===== config.mk =====
export PLATFORM = sky130hd
export DESIGN_NAME = nco_top
export DESIGN_NICKNAME = d
export VERILOG_FILES = /design/src/nco_pkg.sv /design/src/nco_cfg_if.sv /design/src/nco_ctrl.sv /design/src/nco_phase_acc.sv /design/src/nco_pulse_gen.sv /design/src/nco_top.sv
export VERILOG_INCLUDE_DIRS = /design/src /design/src/src
export SDC_FILE = /design/constraint.sdc
export NUM_CORES = 1
export LEC_CHECK = 0
export BUFFER_PORTS_ARGS = -buffer_cell sky130_fd_sc_hd__buf_4
export CAP_MARGIN = 25
export CORE_MARGIN = 2
export CORE_UTILIZATION = 50
export CTS_CLUSTER_SIZE = 40
export DETAILED_ROUTE_END_ITERATION = 16
export GPL_TIMING_DRIVEN = 0
export HOLD_SLACK_MARGIN = 0.05
export PLACE_DENSITY = 0.68
export RECOVER_POWER = 100
export SLEW_MARGIN = 5
export SYNTH_ARGS = -nofsm -noshare
export SYNTH_HDL_FRONTEND = slang
export SYNTH_HIERARCHICAL = 1
export SYNTH_SLANG_ARGS = --single-unit

===== constraint.sdc =====
create_clock -name clk_i -period 5.4 [get_ports clk_i]
set_input_delay 0.27 -clock clk_i [delete_from_list [all_inputs] [get_ports clk_i]]
set_output_delay 0.27 -clock clk_i [all_outputs]
set_load 0.01 [all_outputs]

===== src/nco_macros.svh =====
/*
 * Width definitions for the NCO fixed-point period and register port.
 * Include wherever a field width is needed.
 */
`ifndef NCO_MACROS_SVH
`define NCO_MACROS_SVH

// integer part of the period, in clk_i cycles
`define NCO_INT_W 8

// fractional part of the period
`define NCO_FRAC_W 8

// full fixed-point period
`define NCO_PERIOD_W (`NCO_INT_W + `NCO_FRAC_W)

// register address
`define NCO_ADDR_W 2

`endif


===== src/nco_pkg.sv =====
/*
 * Shared NCO types: register addresses and the fixed-point period.
 */
`default_nettype none

`include "nco_macros.svh"

package nco_pkg;

   // write-port register map, also used as the opcode set
   typedef enum logic [`NCO_ADDR_W-1:0] {
      NCO_ADDR_SOFT_RESET  = 2'd0,
      NCO_ADDR_ENABLE      = 2'd1,
      NCO_ADDR_PERIOD_INT  = 2'd2,
      NCO_ADDR_PERIOD_FRAC = 2'd3
   } nco_addr_e;

   // integer part in the high byte, fraction in the low byte
   typedef struct packed {
      logic [`NCO_INT_W-1:0]  integ;
      logic [`NCO_FRAC_W-1:0] frac;
   } nco_period_t;

endpackage

`default_nettype wire


===== src/nco_cfg_if.sv =====
/*
 * Configuration bundle from the NCO controller to the datapath blocks.
 * The controller drives it through ctrl, the datapath reads it through dp.
 */
`default_nettype none

interface nco_cfg_if;
   import nco_pkg::*;

   // holds the datapath cleared while set
   logic        soft_reset;
   logic        enable;
   // joined period, valid during period_load
   nco_period_t period;
   // one-cycle strobe per completed period pair
   logic        period_load;

   modport ctrl (
      output soft_reset,
      output enable,
      output period,
      output period_load
   );

   modport dp (
      input soft_reset,
      input enable,
      input period,
      input period_load
   );

endinterface

`default_nettype wire


===== src/nco_ctrl.sv =====
/*
 * NCO register file: decodes strobed writes, tracks the two period halves
 * and issues a single load pulse once both halves have been written.
 */
`default_nettype none

`include "nco_macros.svh"

module nco_ctrl (
   input  wire                    clk_i,
   input  wire                    rst_n_i,
   input  wire                    wr_en_i,
   input  wire nco_pkg::nco_addr_e wr_addr_i,
   input  wire [7:0]              wr_data_i,
   nco_cfg_if.ctrl                cfg
);
   import nco_pkg::*;

   logic [`NCO_INT_W-1:0]  int_q;
   logic [`NCO_FRAC_W-1:0] frac_q;
   logic                   int_mark_q;
   logic                   frac_mark_q;
   logic                   enable_q;
   logic                   soft_reset_q;

   logic wr_soft_reset;
   logic wr_enable;
   logic wr_int;
   logic wr_frac;
   logic pair_done;

   // address decode, period halves locked out during soft reset
   always_comb begin
      wr_soft_reset = 1'b0;
      wr_enable     = 1'b0;
      wr_int        = 1'b0;
      wr_frac       = 1'b0;
      if (wr_en_i) begin
         case (wr_addr_i)
            NCO_ADDR_SOFT_RESET:  wr_soft_reset = 1'b1;
            NCO_ADDR_ENABLE:      wr_enable     = 1'b1;
            NCO_ADDR_PERIOD_INT:  wr_int        = ~soft_reset_q;
            NCO_ADDR_PERIOD_FRAC: wr_frac       = ~soft_reset_q;
            default:              wr_enable     = 1'b0;
         endcase
      end
   end

   assign pair_done = int_mark_q & frac_mark_q;

   always_ff @(posedge clk_i or negedge rst_n_i) begin
      if (!rst_n_i) begin
         soft_reset_q <= 1'b0;
         enable_q     <= 1'b0;
      end else begin
         if (wr_soft_reset) begin
            soft_reset_q <= wr_data_i[0];
         end
         // enable is dropped by soft reset and must be written again
         if (soft_reset_q) begin
            enable_q <= 1'b0;
         end else if (wr_enable) begin
            enable_q <= wr_data_i[0];
         end
      end
   end

   always_ff @(posedge clk_i or negedge rst_n_i) begin
      if (!rst_n_i) begin
         int_q       <= '0;
         frac_q      <= '0;
         int_mark_q  <= 1'b0;
         frac_mark_q <= 1'b0;
      end else if (soft_reset_q) begin
         int_q       <= '0;
         frac_q      <= '0;
         int_mark_q  <= 1'b0;
         frac_mark_q <= 1'b0;
      end else begin
         if (wr_int) begin
            int_q <= wr_data_i[`NCO_INT_W-1:0];
         end
         if (wr_frac) begin
            frac_q <= wr_data_i[`NCO_FRAC_W-1:0];
         end
         // pair consumed this cycle, a write landing now starts the next pair
         if (pair_done) begin
            int_mark_q  <= wr_int;
            frac_mark_q <= wr_frac;
         end else begin
            int_mark_q  <= int_mark_q | wr_int;
            frac_mark_q <= frac_mark_q | wr_frac;
         end
      end
   end

   assign cfg.soft_reset  = soft_reset_q;
   assign cfg.enable      = enable_q & ~soft_reset_q;
   assign cfg.period      = {int_q, frac_q};
   assign cfg.period_load = pair_done & ~soft_reset_q;

endmodule

`default_nettype wire


===== src/nco_phase_acc.sv =====
/*
 * Fixed-point phase accumulator and rounding quantizer.
 * quant_o is the integer length of the output period now running.
 */
`default_nettype none

`include "nco_macros.svh"

module nco_phase_acc (
   input  wire                   clk_i,
   input  wire                   rst_n_i,
   nco_cfg_if.dp                 cfg,
   input  wire                   wrap_i,
   output logic [`NCO_INT_W-1:0] quant_o
);
   import nco_pkg::*;

   nco_period_t              period_q;
   logic [`NCO_PERIOD_W-1:0] acc_q;
   logic [`NCO_PERIOD_W-1:0] acc_step;
   logic [`NCO_INT_W-1:0]    acc_int;
   logic [`NCO_FRAC_W-1:0]   acc_frac;
   logic                     frac_half;

   assign acc_int   = acc_q[`NCO_PERIOD_W-1:`NCO_FRAC_W];
   assign acc_frac  = acc_q[`NCO_FRAC_W-1:0];
   assign frac_half = (acc_frac == {1'b1, {(`NCO_FRAC_W-1){1'b0}}});

   // round to nearest, ties go up only on odd parity of the integer part
   always_comb begin
      if (frac_half) begin
         quant_o = acc_int + {{(`NCO_INT_W-1){1'b0}}, ^acc_int};
      end else if (acc_frac[`NCO_FRAC_W-1]) begin
         quant_o = acc_int + 1'b1;
      end else begin
         quant_o = acc_int;
      end
   end

   // add one period and take away what was spent
   assign acc_step = period_q - {quant_o, {`NCO_FRAC_W{1'b0}}};

   always_ff @(posedge clk_i or negedge rst_n_i) begin
      if (!rst_n_i) begin
         period_q <= '0;
         acc_q    <= '0;
      end else if (cfg.soft_reset) begin
         period_q <= '0;
         acc_q    <= '0;
      end else if (cfg.period_load) begin
         period_q <= cfg.period;
         acc_q    <= cfg.period;
      end else if (wrap_i) begin
         acc_q <= acc_q + acc_step;
      end
   end

endmodule

`default_nettype wire


===== src/nco_pulse_gen.sv =====
/*
 * Modulo counter and registered output clock.
 * High during the later half of each count, wrap_o flags the last count.
 */
`default_nettype none

`include "nco_macros.svh"

module nco_pulse_gen (
   input  wire                  clk_i,
   input  wire                  rst_n_i,
   nco_cfg_if.dp                cfg,
   input  wire [`NCO_INT_W-1:0] quant_i,
   output logic                 wrap_o,
   output logic                 clk_out_o
);

   logic [`NCO_INT_W-1:0] cnt_q;
   logic [`NCO_INT_W-1:0] last_cnt;

   assign last_cnt = quant_i - 1'b1;
   assign wrap_o   = cfg.enable & (cnt_q == last_cnt);

   always_ff @(posedge clk_i or negedge rst_n_i) begin
      if (!rst_n_i) begin
         cnt_q <= '0;
      end else if (cfg.soft_reset || cfg.period_load) begin
         cnt_q <= '0;
      end else if (cfg.enable) begin
         if (cnt_q == last_cnt) begin
            cnt_q <= '0;
         end else begin
            cnt_q <= cnt_q + 1'b1;
         end
      end
   end

   // holds its level while disabled
   always_ff @(posedge clk_i or negedge rst_n_i) begin
      if (!rst_n_i) begin
         clk_out_o <= 1'b0;
      end else if (cfg.soft_reset) begin
         clk_out_o <= 1'b0;
      end else if (cfg.enable) begin
         clk_out_o <= (cnt_q > (quant_i >> 1));
      end
   end

endmodule

`default_nettype wire


===== src/nco_top.sv =====
/*
 * NCO top level: write port in, clk_out_o out.
 * Joins the controller with the accumulator and the pulse generator.
 */
`default_nettype none

`include "nco_macros.svh"

module nco_top (
   input  wire                   clk_i,
   input  wire                   rst_n_i,
   input  wire                   wr_en_i,
   input  wire [`NCO_ADDR_W-1:0] wr_addr_i,
   input  wire [7:0]             wr_data_i,
   output logic                  clk_out_o
);
   import nco_pkg::*;

   logic [`NCO_INT_W-1:0] quant;
   logic                  wrap;

   nco_cfg_if cfg_if ();

   nco_ctrl u_ctrl (
      .clk_i    (clk_i),
      .rst_n_i  (rst_n_i),
      .wr_en_i  (wr_en_i),
      .wr_addr_i(nco_addr_e'(wr_addr_i)),
      .wr_data_i(wr_data_i),
      .cfg      (cfg_if.ctrl)
   );

   nco_phase_acc u_phase_acc (
      .clk_i  (clk_i),
      .rst_n_i(rst_n_i),
      .cfg    (cfg_if.dp),
      .wrap_i (wrap),
      .quant_o(quant)
   );

   nco_pulse_gen u_pulse_gen (
      .clk_i    (clk_i),
      .rst_n_i  (rst_n_i),
      .cfg      (cfg_if.dp),
      .quant_i  (quant),
      .wrap_o   (wrap),
      .clk_out_o(clk_out_o)
   );

endmodule

`default_nettype wire


Word-level counts from Yosys, hierarchy flattened

Cells that the tools add are included.

Add/sub/neg operators: 6
Magnitude comparators: 1
Equality and inequality tests: 5
Multiplexer cells: 30
Bitwise gates (word level): 7
Reductions and logical operators: 10

Operators with widths:

| kind                  | count |
|---|---|
| $mux W16              | 5 |
| $mux W8               | 9 |
| $add A16 B16 Y16      | 1 |
| $add A8 B1 Y8 const B | 2 |
| $mux W1               | 16 |
| $sub A16 B16 Y16      | 1 |
| $reduce_bool A2 Y1    | 6 |
| $add A8 B1 Y8         | 1 |
| $eq A8 B8 Y1          | 1 |
| $eq A8 B8 Y1 const B  | 1 |
| $gt A8 B7 Y1          | 1 |
| $reduce_xor A8 Y1     | 1 |
| $sub A8 B1 Y8 const B | 1 |
| $and A1 B1 Y1         | 4 |
| $eq A2 B2 Y1 const B  | 2 |
| $reduce_bool A3 Y1    | 1 |
| $eq A2 B1 Y1 const B  | 1 |
| $logic_not A2 Y1      | 1 |
| $or A1 B1 Y1          | 2 |
| $logic_or A1 B1 Y1    | 1 |
| $not A1 Y1            | 1 |

Flip-flop bits (word level): 61
Bits of input ports: 13
Output and inout bits: 1

Depth between registers and ports, before layout

Gate-level depths: netlist of run 1.

Depth in word-level cells: 9
Gate-level depth with buffers: 23
Mapped depth without buffers: 21

Hierarchy

The synthesis of run 1 kept the hierarchy.

By module, submodules not included:

| module        | times used | cells an instance | area each (µm²) |
|---|---|---|---|
| nco_phase_acc | 1          | 326               | 2801.4 |
| nco_ctrl      | 1          | 81                | 955.9 |
| nco_pulse_gen | 1          | 113               | 928.4 |

Least setup slack after synthesis of run 1

Ideal clock, no wire load.

Path kind: register -> register
Start: register u_phase_acc.acc_q[8]
End: register u_phase_acc.acc_q[7]
Setup time: 136 ps
Data arrival time: 4063 ps
Required time: 5264 ps
Slack: 1201 ps
Cell stages (with the launch flop): 22
Path buffers: 3
Cell sequence: dfrtp_1 -> ha_1 -> xnor2_1 -> xnor2_1 -> xnor2_1 -> ha_1 -> nand3_2 -> a31oi_1 -> inv_1 -> ha_1 -> xnor2_1 -> and4b_1 -> a41oi_1 -> nand2_1 -> and3_1 -> buf_6 -> and2_1 -> buf_2 -> clkbuf_1 -> nor2_1 -> a211oi_1 -> nor3_1

Word-level cells in the longest chain between the ends: 7
Elaborated cells on any way between the ends: 9
Classes of those cells: 3 x add/sub; 1 x eq/ne; 2 x mux; 1 x bitwise; 2 x reduce/logical

Ends and longest elaborated chain:

| item                                                      | RTL line                                 | text |
|---|---|---|
| start, declared                                           | nco_phase_acc.sv:19                      | `` logic [`NCO_PERIOD_W-1:0] acc_q; `` |
| start signal, assigned                                    | nco_phase_acc.sv:52                      | `acc_q <= cfg.period;` |
| start signal, assigned                                    | nco_phase_acc.sv:54                      | `acc_q <= acc_q + acc_step;` |
| $reduce_xor A8 Y1 / $add A8 B1 Y8 (equally long branches) | nco_phase_acc.sv:32, nco_phase_acc.sv:34 |  |
| $add A8 B1 Y8 / $mux W8 (equally long branches)           | nco_phase_acc.sv:32, nco_phase_acc.sv:33 |  |
| $mux W8 (*)                                               | nco_phase_acc.sv:31                      | `if (frac_half) begin` |
| via quant[1]                                              | nco_top.sv:19                            | `` logic [`NCO_INT_W-1:0] quant; `` |
| $sub A8 B1 Y8 (*)                                         | nco_pulse_gen.sv:21                      | `assign last_cnt = quant_i - 1'b1;` |
| $eq A8 B8 Y1 (*)                                          | nco_pulse_gen.sv:22                      | `assign wrap_o = cfg.enable & (cnt_q == last_cnt);` |
| $and A1 B1 Y1 (*)                                         | nco_pulse_gen.sv:22                      |  |
| via wrap                                                  | nco_top.sv:20                            | `logic wrap;` |
| $reduce_bool A3 Y1 (no line) (*)                          | --                                       |  |

The timed path passes the listed nets; every way through them passes the cells marked *.
A chain may end at the register's enable or synchronous reset.

Final worst setup path of run 1

Ends and elaborated chain as after synthesis.

==> results of run 1 <==
critical path: stages, from the launching register on:
cell and delay (ns):
dfrtp_1 0.46, ha_1 0.37, xnor2_1 0.15, xnor2_1 0.23
xnor2_1 0.18, ha_1 0.19, nand2_1 0.05, o21ai_1 0.25
xor2_1 0.50, inv_1 0.15, o211ai_1 0.18, o21ai_0 0.11
o21ai_0 0.19, and3_1 0.22, buf_6 0.15, and2_1 0.22
buf_2 0.30, clkbuf_1 0.45, nor2_1 0.08, a211oi_1 0.24
nor3_1 0.08
through the flow:
| step | total power [W] | hold WS [ns] |
|---|---|---|
| floorplan | 0.000927 | -0.0256 |
| global placement | 0.00106 | 0.394 |
| CTS | 0.00157 | 0.161 |
| finish | 0.00157 | 0.172 |
| detailed placement | 0.00108 | 0.396 |
| global route | 0.00167 | 0.172 |
cell type report:
| class | count | area [µm²] |
|---|---|---|
| Tap cell | 111 | 139 |
| Buffer | 23 | 111 |
| Fill cell | 793 | 3990 |
| Clock inverter | 3 | 65.1 |
| Timing Repair Buffer | 14 | 100 |
| Multi-Input combinational cell | 383 | 2840 |
| Clock buffer | 13 | 179 |
| Sequential cell | 61 | 1530 |
| Inverter | 53 | 199 |
layout by cell type, fill, tap and decap left out, types with 7 or more instances in the layout:
master,instances
clkbuf_8,13
xnor2_1,26
mux2i_1,34
nor2_1,36
xor2_1,9
dfrtp_1,61
a21oi_1,26
nand2b_1,31
a211oi_1,11
clkbuf_1,20
ha_1,36
buf_4,11
fa_1,7
o21ai_0,28
inv_1,53
nand3_1,15
a21o_1,7
nand2_1,33
logic make-up after synthesis:
group / synth area share (%)
flops: 32.6
simple gates: 18.6
xor+xnor: 6.73
compound gates: 15.2
mux: 7.50
buf+inv: 6.73
fa+ha+maj: 12.6
path summary, 6_finish.rpt:
kind / start / to / slack [ns] / cells after the start
setup / recovery: u_phase_acc/acc_q[8] / u_phase_acc/acc_q[7] / 0.50 / 20
setup reg to reg: u_phase_acc/acc_q[8] / u_phase_acc/acc_q[7] / 0.50 / 20
max in group asynchronous: rst_n_i / u_ctrl/frac_q[2] / 1.99 / 2
min in group asynchronous: rst_n_i / u_pulse_gen/cnt_q[2] / 1.55 / 2
hold reg to reg: u_phase_acc/period_q[9] / u_phase_acc/period_q[9] / 0.49 / 2
hold / removal: wr_data_i[0] / u_ctrl/cfg.soft_reset / 0.17 / 2
power groups by stage:
stage	sequential (W)	combinational (W)	clock, W
6_report	0.000516	0.000564	0.000490
5_1_grt	0.000520	0.000633	0.000514
4_1_cts	0.000515	0.000561	0.000493
3_5_place_dp	0.000523	0.000553	0
3_3_place_gp	0.000523	0.000540	0
2_1_floorplan	0.000511	0.000416	0
state kept, by name, summed over array words and instances, names as in the netlist, 8 cells and up:
name,flops
u_ctrl/frac_q,8
u_ctrl/int_q,8
u_phase_acc/acc_q,16
u_phase_acc/period_q,16
u_pulse_gen/cnt_q,8
metal layers:
metal | global-route usage, % | up-vias | share of wire, %
met2 | 36.5 | 97 | 46
li1 | - | 1855 | -
met4 | 7.27 | 0 | 1.4
met1 | 33.2 | 1845 | 48
met3 | 2.77 | 13 | 4.5
met5 | 0 | - | 0
what timing repair did:
| action | CTS | global route |
|---|---|---|
| endpoints found under the hold margin | 61 | 0 |
| hold buffers | 1 | 0 |
| endpoints found under the setup margin | 0 | 4 |
| resized for setup | 0 | 3 |
==> impl_results.md, run 1 <==
* Post-DR vias/cell at 5.76
* GRT Total Usage at 23.1%
* P per Cell Area at 304 mW/mm²
* DRT antenna net count at 0
* Share of layout cells above drive strength 1 at 8.55%
* Post-place instance area at 0.00492 mm²
* Register bit total from synthesis at 61
* Crit start category: flop
* Final nets at 601
* Post-synth EDFFs at 0
* Setup TNS Final at 0 ns
* CP endpoint kind: flop
* First-pass detailed-route iteration total at 5
* Status: complete, but fails checks
* Die Area at 0.0102 mm²
* RePlAce Congestion at 0.881
* Largest net degree at the start of global routing at 62
* Non-Filler Instances at 661
* Max-Cap Viols at 1
* Initial cell density of the core at 51.2%
* Drt wl/cell at 16.5 µm
* Endpoints failing setup at 0
* Synth Cell Area at 0.00469 mm²
* Maximum fanout along the worst path at 10
* Routed wire length at 10900 µm
* Synthesis Warnings at 6
* Fin util at 56.4%
* Vias post-DR at 3810
* Root buffer cell: clkbuf_8
* First-pass GRT wire length at 18200 µm
* Buffers on Ports at 13
* Commonest cells post-synth: dfrtp_1, inv_1, ha_1, nor2_1, mux2i_1
* Total internal power at 0.00102 W
* Leading area contributor after synthesis: dfrtp_1
* Area Overhead vs Synth at 10.1%
* TritonCTS clock tree: done
* TritonCTS Sinks at 61
* Post-synth top flop: dfrtp_1
* Clk Latency, worst-skew pair at 0.34 ns
* Hold Crit Class: primary input to flop
* Die Height at 101 µm
* CP required at 5.60 ns
* Clock Skew at 0.0104 ns
* TritonCTS Buffers at 9
* Placed Instances at 644
* NetSw at 0.000546 W
* FMAX at 0.204 GHz
* Sw Ratio at 34.8%
* Ys async rst share at 100%
* Count leader, synth: dfrtp_1
* RSZ-0062 raised after global routing: no
* Die W at 101 µm
* Top Ports at 14
* FP Rows at 35
* Logic pwr share at 35.9%
* Peak supply drop at 0.177 mV
* Worst endpoint data arrival time at 5.11 ns
* Sequential cell area fraction in the yosys report at 32.6%
* Vias in the first global route at 3645
* Synth Instances at 520
* Failing checks: capacitance limit, slew limit
* DP Wirelength at 8220 µm
* Fin crit share at 90.8%
* Headroom to the max-slew limit at -118%
* Antenna Cells at 0
* Crit path time final at 4.90 ns
* H-Tree Depth at 3
* Remaining routing DRC violations at 0
* Initial antenna violation count at 0
* P_leak at 2.32 nW
* DR iter-0 viols at 229
* Net Count, Synth at 576
* Dpl ws at 0.345 ns
* CP Class: flop to flop
* Slew of the pin with the lowest slew margin at 3.27 ns
* Share of the synthesized area in the top cell type at 32.6%
* Clock transition at the registers of the reported paths at 0.07 ns
* Core box area at 0.00915 mm²
* Postcts setup bufs at 0
* Yosys cell types at 56
* Final worst slack at 0.499 ns
* Seq pwr share at 32.9%
* CTS max path bufs at 2
* Final hold violations at 0
* Top post-synthesis cells by area: dfrtp_1, ha_1, mux2i_1, xnor2_1, inv_1
* GRT overflow at 0
* Synth Area per Inst at 9.01 µm²
* Clock power frac at 31.2%
* Final Instance Area at 0.00516 mm²
* Final Max Tran Viols at 62
No activity file was read; power rests on OpenSTA's default activity.
==> inputs of run 2 (changes only) <==
--- a/config.mk
+++ b/config.mk
@@ -6,6 +6,7 @@
 export SDC_FILE = /design/constraint.sdc
 export NUM_CORES = 1
 export LEC_CHECK = 0
+export ABC_AREA = 1
 export BUFFER_PORTS_ARGS = -buffer_cell sky130_fd_sc_hd__buf_4
 export CAP_MARGIN = 25
 export CORE_MARGIN = 2
==> impl_results.md, run 2 <==
* Status: complete, but fails checks
* Failing checks: capacitance limit, slew limit
* Initial cell density of the core at 51.0%
* DP Wirelength at 8540 µm
* Yosys cell types at 38
* Ys async rst share at 100%
* Cell Chain, Critical Path: ha_1, xnor2_1, xor2_1, ha_1, xnor2_1, o21ai_0, inv_1, ha_1, or2_0, nand2_1, nand2_1, nand2_1, nand2_2, nor2_1, nand3_4, nor2_1, nor2_1, inv_1, clkbuf_1, nor2_1, a31oi_1
* Peak supply drop at 0.232 mV
* Hold Crit Class: primary input to flop
* Drt wl/cell at 13.4 µm
* Final hold violations at 0
* RSZ-0062 raised after global routing: no
* P_leak at 2.67 nW
* CP max stage delay at 0.68 ns
* Share of the synthesized area in the top cell type at 32.7%
* Synth Area per Inst at 7.14 µm²
* Worst endpoint data arrival time at 4.91 ns
* Final nets at 734
* Commonest cells post-synth: nand2_1, inv_1, nand3_1
* Vias in the first global route at 3993
* Slew of the pin with the lowest slew margin at 3.22 ns
* Top post-synthesis cells by area: dfrtp_1, nand2_1, ha_1, inv_1, nand3_1
* H-Tree Depth at 3
* Most used cell, CP: nor2_1
* Area Overhead vs Synth at 8.34%
* First-pass detailed-route iteration total at 5
* Worst hold slack at 0.175 ns
* Setup TNS Final at 0 ns
* Die Height at 101 µm
* Critical path origin: u_phase_acc/acc_q[8]
* Share of layout cells above drive strength 1 at 6.59%
* CP required at 5.66 ns
* RePlAce Congestion at 0.907
* TritonCTS Buffers at 9
* GRT overflow at 0
* Commonest non-fill, non-tap cell in the layout: nand2_1
* Critical R2R Launch: u_phase_acc/acc_q[8]
* Clk Latency, worst-skew pair at 0.34 ns
* Most frequent cells in the layout: nand2_1, inv_1, nand3_1
* CP bufs+invs at 3
* Final Instance Area at 0.00505 mm²
* Slowest CP cell: o21ai_0
* Remaining routing DRC violations at 0
* Synth Instances at 653
* DR iter-0 viols at 232
* Crit path time final at 4.65 ns
* Number of fill cells at 891
* Max-Cap Viols at 1
* Die Area at 0.0101 mm²
* Initial antenna violation count at 0
* Sequential cell area fraction in the yosys report at 32.7%
* Routed wire length at 10700 µm
* Buffers on Ports at 13
* CTS max path bufs at 2
* Core box area at 0.00915 mm²
* Post-CTS resize count at 0
* Post-place instance area at 0.00490 mm²
* Maximum fanout along the worst path at 10
* Crit start category: flop
* CP delay by family, top: simple AND/OR/NAND/NOR gates
* Overall Power at 0.00314 W
* Final Max Tran Viols at 62
* DRT antenna net count at 0
* Synthesis Warnings at 6
* Largest net degree at the start of global routing at 62
* CP endpoint kind: flop
* Root buffer cell: clkbuf_8
* Top Ports at 14
* FMAX at 0.215 GHz
* FP Rows at 35
* Leading area contributor after synthesis: dfrtp_1
* Headroom to the max-slew limit at -114%
* Fin crit share at 86.2%
* Synth Cell Area at 0.00466 mm²
* Largest registers: u_phase_acc/acc_q x16, u_phase_acc/period_q x16
* Post-synth EDFFs at 0
* Hold Path Origin: wr_data_i[6]
* GRT Total Usage at 23.4%
* Clock transition at the registers of the reported paths at 0.07 ns
* Post-DR vias/cell at 5.24
* P per Cell Area at 622 mW/mm²
* CP Class: flop to flop
* Die W at 101 µm
* Antenna Cells at 0
* Net Count, Synth at 709
* Count leader, synth: nand2_1
* First-pass GRT wire length at 18600 µm
* TritonCTS clock tree: done
* Post-synth top flop: dfrtp_1
* Dpl ws at 0.888 ns
* Clock Skew at 0.00744 ns
* Register bit total from synthesis at 61
* Vias post-DR at 4163
* Endpoints failing setup at 0
* Final worst slack at 0.747 ns
* TritonCTS Sinks at 61
run 2: cell count changes in the layout (fill, tap and decap cells not counted), sizes merged, moves of 6 or more:
cell | before | now
a211oi | 13 | 0
a21o | 7 | 1
a21oi | 27 | 34
and3 | 7 | 0
clkbuf | 33 | 21
inv | 53 | 119
mux2i | 34 | 0
nand2 | 33 | 159
nand2b | 31 | 0
nand3 | 16 | 67
nor2 | 36 | 69
o21ai | 31 | 38
xnor2 | 27 | 11
run 2: area by class of cell:
cell class              count  area (µm²)  share of cell area, %
plain buffers               8        38.8                  0.768
clock buffers              13         159                   3.15
clock inverters             3        20.0                  0.396
inverters                 119         447                   8.84
multi-input cells         465        2620                   51.9
flip-flops and latches     61        1530                   30.2
well taps                 111         139                   2.75
repair buffers             14         100                   1.98
run 2: cells by family (layout without fill, tap and decap cells):
| logic type | count (synthesis) | count (layout) | share of synthesized area (%) |
|---|---|---|---|
| AND/OR/NAND/NOR | 309 | 309 | 29.5 |
| buffers and inverters | 127 | 157 | 10.4 |
| AO/OA/AOI/OAI | 93 | 93 | 10.9 |
| flip-flops | 61 | 61 | 32.7 |
| adder cells (fa/ha/maj) | 43 | 43 | 12.7 |
| XOR/XNOR | 20 | 20 | 3.76 |
run 2: final timing paths:
| kind | to | slack, ns | cells after the start |
|---|---|---|---|
| min in group asynchronous | u_phase_acc/period_q[4] | 1.55 | 2 |
| max in group asynchronous | u_ctrl/frac_q[7] | 2.04 | 2 |
| max | u_phase_acc/acc_q[4] | 0.75 | 21 |
| min | u_ctrl/frac_q[6] | 0.17 | 3 |
| max reg2reg | u_phase_acc/acc_q[4] | 0.75 | 21 |
| min reg2reg | u_ctrl/int_mark_q | 0.49 | 1 |
run 2: worst reg2reg max path, stage by stage, from the launching register on:
cell,delay (ns)
dfrtp_1,0.48
ha_1,0.38
xnor2_1,0.20
xor2_1,0.24
ha_1,0.26
xnor2_1,0.08
o21ai_0,0.68
inv_1,0.11
ha_1,0.26
or2_0,0.25
nand2_1,0.07
nand2_1,0.04
nand2_1,0.06
nand2_2,0.04
nor2_1,0.18
nand3_4,0.16
nor2_1,0.15
nor2_1,0.07
inv_1,0.09
clkbuf_1,0.52
nor2_1,0.08
a31oi_1,0.17
run 2: repair_timing:
action,4_1_cts,5_1_grt
setup buffers,0,0
endpoints found under the hold margin,61,0
hold buffers,1,0
run 2: per-layer routing:
layer	routed length (µm)	track usage, %	vias to the layer above	share of wire, %
met2	5070	39.0	74	48
met5	0	0	-	0
met4	145	7.27	0	1.4
met1	5160	31.9	1953	48
met3	296	2.98	11	2.8
li1	-	-	2125	-
run 2: power by group:
group,switching (W),internal [W]
Sequential,0.0000963,0.000530
Clock,0.000179,0.000191
Combinational,0.00135,0.000792
run 2: through the flow:
stage / util, % / std cells
after CTS: 55.6 / 794
after global placement: 53.5 / 777
after global routing: 55.2 / 794
after detailed placement: 53.5 / 777
final: 55.2 / 794
after floorplan: - / 653
==> inputs of run 3 (changes only) <==
--- a/config.mk
+++ b/config.mk
@@ -7,6 +7,7 @@
 export NUM_CORES = 1
 export LEC_CHECK = 0
 export ABC_AREA = 1
+export ABC_CLOCK_PERIOD_IN_PS = 5400
 export BUFFER_PORTS_ARGS = -buffer_cell sky130_fd_sc_hd__buf_4
 export CAP_MARGIN = 25
 export CORE_MARGIN = 2
@@ -15,6 +16,7 @@
 export DETAILED_ROUTE_END_ITERATION = 16
 export GPL_TIMING_DRIVEN = 0
 export HOLD_SLACK_MARGIN = 0.05
+export MAX_ROUTING_LAYER = met4
 export PLACE_DENSITY = 0.68
 export RECOVER_POWER = 100
 export SLEW_MARGIN = 5
==> impl_results.md, run 3 (synthesized netlist as in run 2, its figures left out) <==
* Initial antenna violation count at 0
* DP Wirelength at 8540 µm
* GRT overflow at 0
* Area Overhead vs Synth at 8.34%
* CP endpoint kind: flop
* Clock transition at the registers of the reported paths at 0.06 ns
* Core box area at 0.00915 mm²
* RePlAce Congestion at 0.922
* CTS Hold Buffers Added at 1
* CTS max path bufs at 2
* DR iter-0 viols at 267
* Post-DR vias/cell at 5.23
* Top Ports at 14
* WP depth at 21
* Reg2reg path depth at 21
* Final hold violations at 0
* Largest registers: u_phase_acc/acc_q x16, u_phase_acc/period_q x16
* Commonest non-fill, non-tap cell in the layout: nand2_1
* Root buffer cell: clkbuf_8
* Drt wl/cell at 13.5 µm
* FP Rows at 35
* Peak supply drop at 0.233 mV
* Die W at 101 µm
* P per Cell Area at 622 mW/mm²
* Slew of the pin with the lowest slew margin at 3.23 ns
* Hold Path Origin: wr_data_i[6]
* Most used cell, CP: nor2_1
* Failing checks: capacitance limit, slew limit
* CP bufs+invs at 3
* Maximum fanout along the worst path at 10
* Crit Reg-Reg Endpoint: u_phase_acc/acc_q[3]
* Final worst slack at 0.750 ns
* TritonCTS Buffers at 9
* H-Tree Depth at 3
* Hold Crit Class: primary input to flop
* CP delay by family, top: simple AND/OR/NAND/NOR gates
* Most frequent cells in the layout: nand2_1, inv_1, nand3_1
* CP Class: flop to flop
* Routed wire length at 10700 µm
* Vias in the first global route at 3976
* Crit path to: u_phase_acc/acc_q[3]
* Critical path origin: u_phase_acc/acc_q[8]
* Critical R2R Launch: u_phase_acc/acc_q[8]
* CP required at 5.66 ns
* Share of layout cells above drive strength 1 at 6.59%
* Headroom to the max-slew limit at -115%
* Die Area at 0.0101 mm²
* Final nets at 734
* Crit start category: flop
* P_leak at 2.67 nW
* Largest net degree at the start of global routing at 62
* Worst hold slack at 0.171 ns
* TritonCTS Sinks at 61
* Slowest CP cell: o21ai_0
* CP max stage delay at 0.67 ns
* First-pass GRT wire length at 18600 µm
* Postcts setup bufs at 0
* Endpoints failing setup at 0
* Buffers on Ports at 13
* Crit path time final at 4.65 ns
* TritonCTS clock tree: done
* Initial cell density of the core at 51.0%
* DRT antenna net count at 0
* Final Max Tran Viols at 62
* Cell Chain, Critical Path: ha_1, xnor2_1, xor2_1, ha_1, xnor2_1, o21ai_0, inv_1, ha_1, or2_0, nand2_1, nand2_1, nand2_1, nand2_2, nor2_1, nand3_4, nor2_1, nor2_1, inv_1, clkbuf_1, nor2_1, a31oi_1
* Clock Skew at 0.00569 ns
* First-pass detailed-route iteration total at 5
* Post-CTS resize count at 0
* GRT Total Usage at 24.1%
* Fin crit share at 86.1%
* Max-Cap Viols at 1
* Die Height at 101 µm
* Antenna Cells at 0
* Worst endpoint data arrival time at 4.91 ns
* Setup TNS Final at 0 ns
* Clk Latency, worst-skew pair at 0.34 ns
* FMAX at 0.215 GHz
* Status: complete, but fails checks
* R2R setup slack at 0.75 ns
* Vias post-DR at 4152
* Remaining routing DRC violations at 0
* Post-place instance area at 0.00490 mm²
* Final Instance Area at 0.00505 mm²
* Dpl ws at 0.888 ns
* RSZ-0062 raised after global routing: no
## run 3: cell counts in the layout (fill, tap and decap cells not counted)
Identical to the previous run, type by type.
## run 3: layout make-up
cell class,instances,area [µm²]
clock inverters,3,20.0
multi-input cells,465,2620
well taps,111,139
inverters,119,447
repair buffers,14,100
fillers,891,4100
clock buffers,13,159
flip-flops and latches,61,1530
plain buffers,8,38.8
## run 3: worst min path at each step
stage                     slack [ns]                 endpoint  depth (start not counted)
after global placement          0.40  u_phase_acc/period_q[4]                          1
after global routing            0.16          u_ctrl/int_q[1]                          3
after floorplan                -0.03    u_ctrl/cfg.soft_reset                          0
after CTS                       0.16         u_ctrl/frac_q[6]                          3
final                           0.17         u_ctrl/frac_q[6]                          3
after detailed placement        0.40  u_phase_acc/period_q[5]                          1
## run 3: metal layers
layer | track usage (%) | wire, µm | share of wire (%)
met1 | 31.9 | 5210 | 49
met2 | 39.0 | 5060 | 47
met3 | 2.98 | 293 | 2.7
met4 | 7.27 | 141 | 1.3
met5 | - | 0 | 0
## run 3: worst reg2reg max path, cell delays in order, from the launching register on
cell      delay [ns]
dfrtp_1         0.48
ha_1            0.38
xnor2_1         0.20
xor2_1          0.24
ha_1            0.26
xnor2_1         0.08
o21ai_0         0.67
inv_1           0.12
ha_1            0.26
or2_0           0.25
nand2_1         0.07
nand2_1         0.04
nand2_1         0.06
nand2_2         0.04
nor2_1          0.18
nand3_4         0.16
nor2_1          0.15
nor2_1          0.07
inv_1           0.09
clkbuf_1        0.52
nor2_1          0.09
a31oi_1         0.17
## run 3: metrics by stage
step / total power [W] / cells / util [%]
global route: 0.00351 / 794 / 55.2
CTS: 0.00316 / 794 / 55.6
global placement: 0.00273 / 777 / 53.5
finish: 0.00314 / 794 / 55.2
detailed placement: 0.00278 / 777 / 53.5
floorplan: 0.00232 / 653 / -
## run 3: where the power goes
group          internal, W  leakage [nW]  switching [W]
sequential        0.000530         0.809      0.0000961
combinational     0.000792          1.77        0.00135
clock             0.000191        0.0857       0.000180
total              0.00151          2.67        0.00163
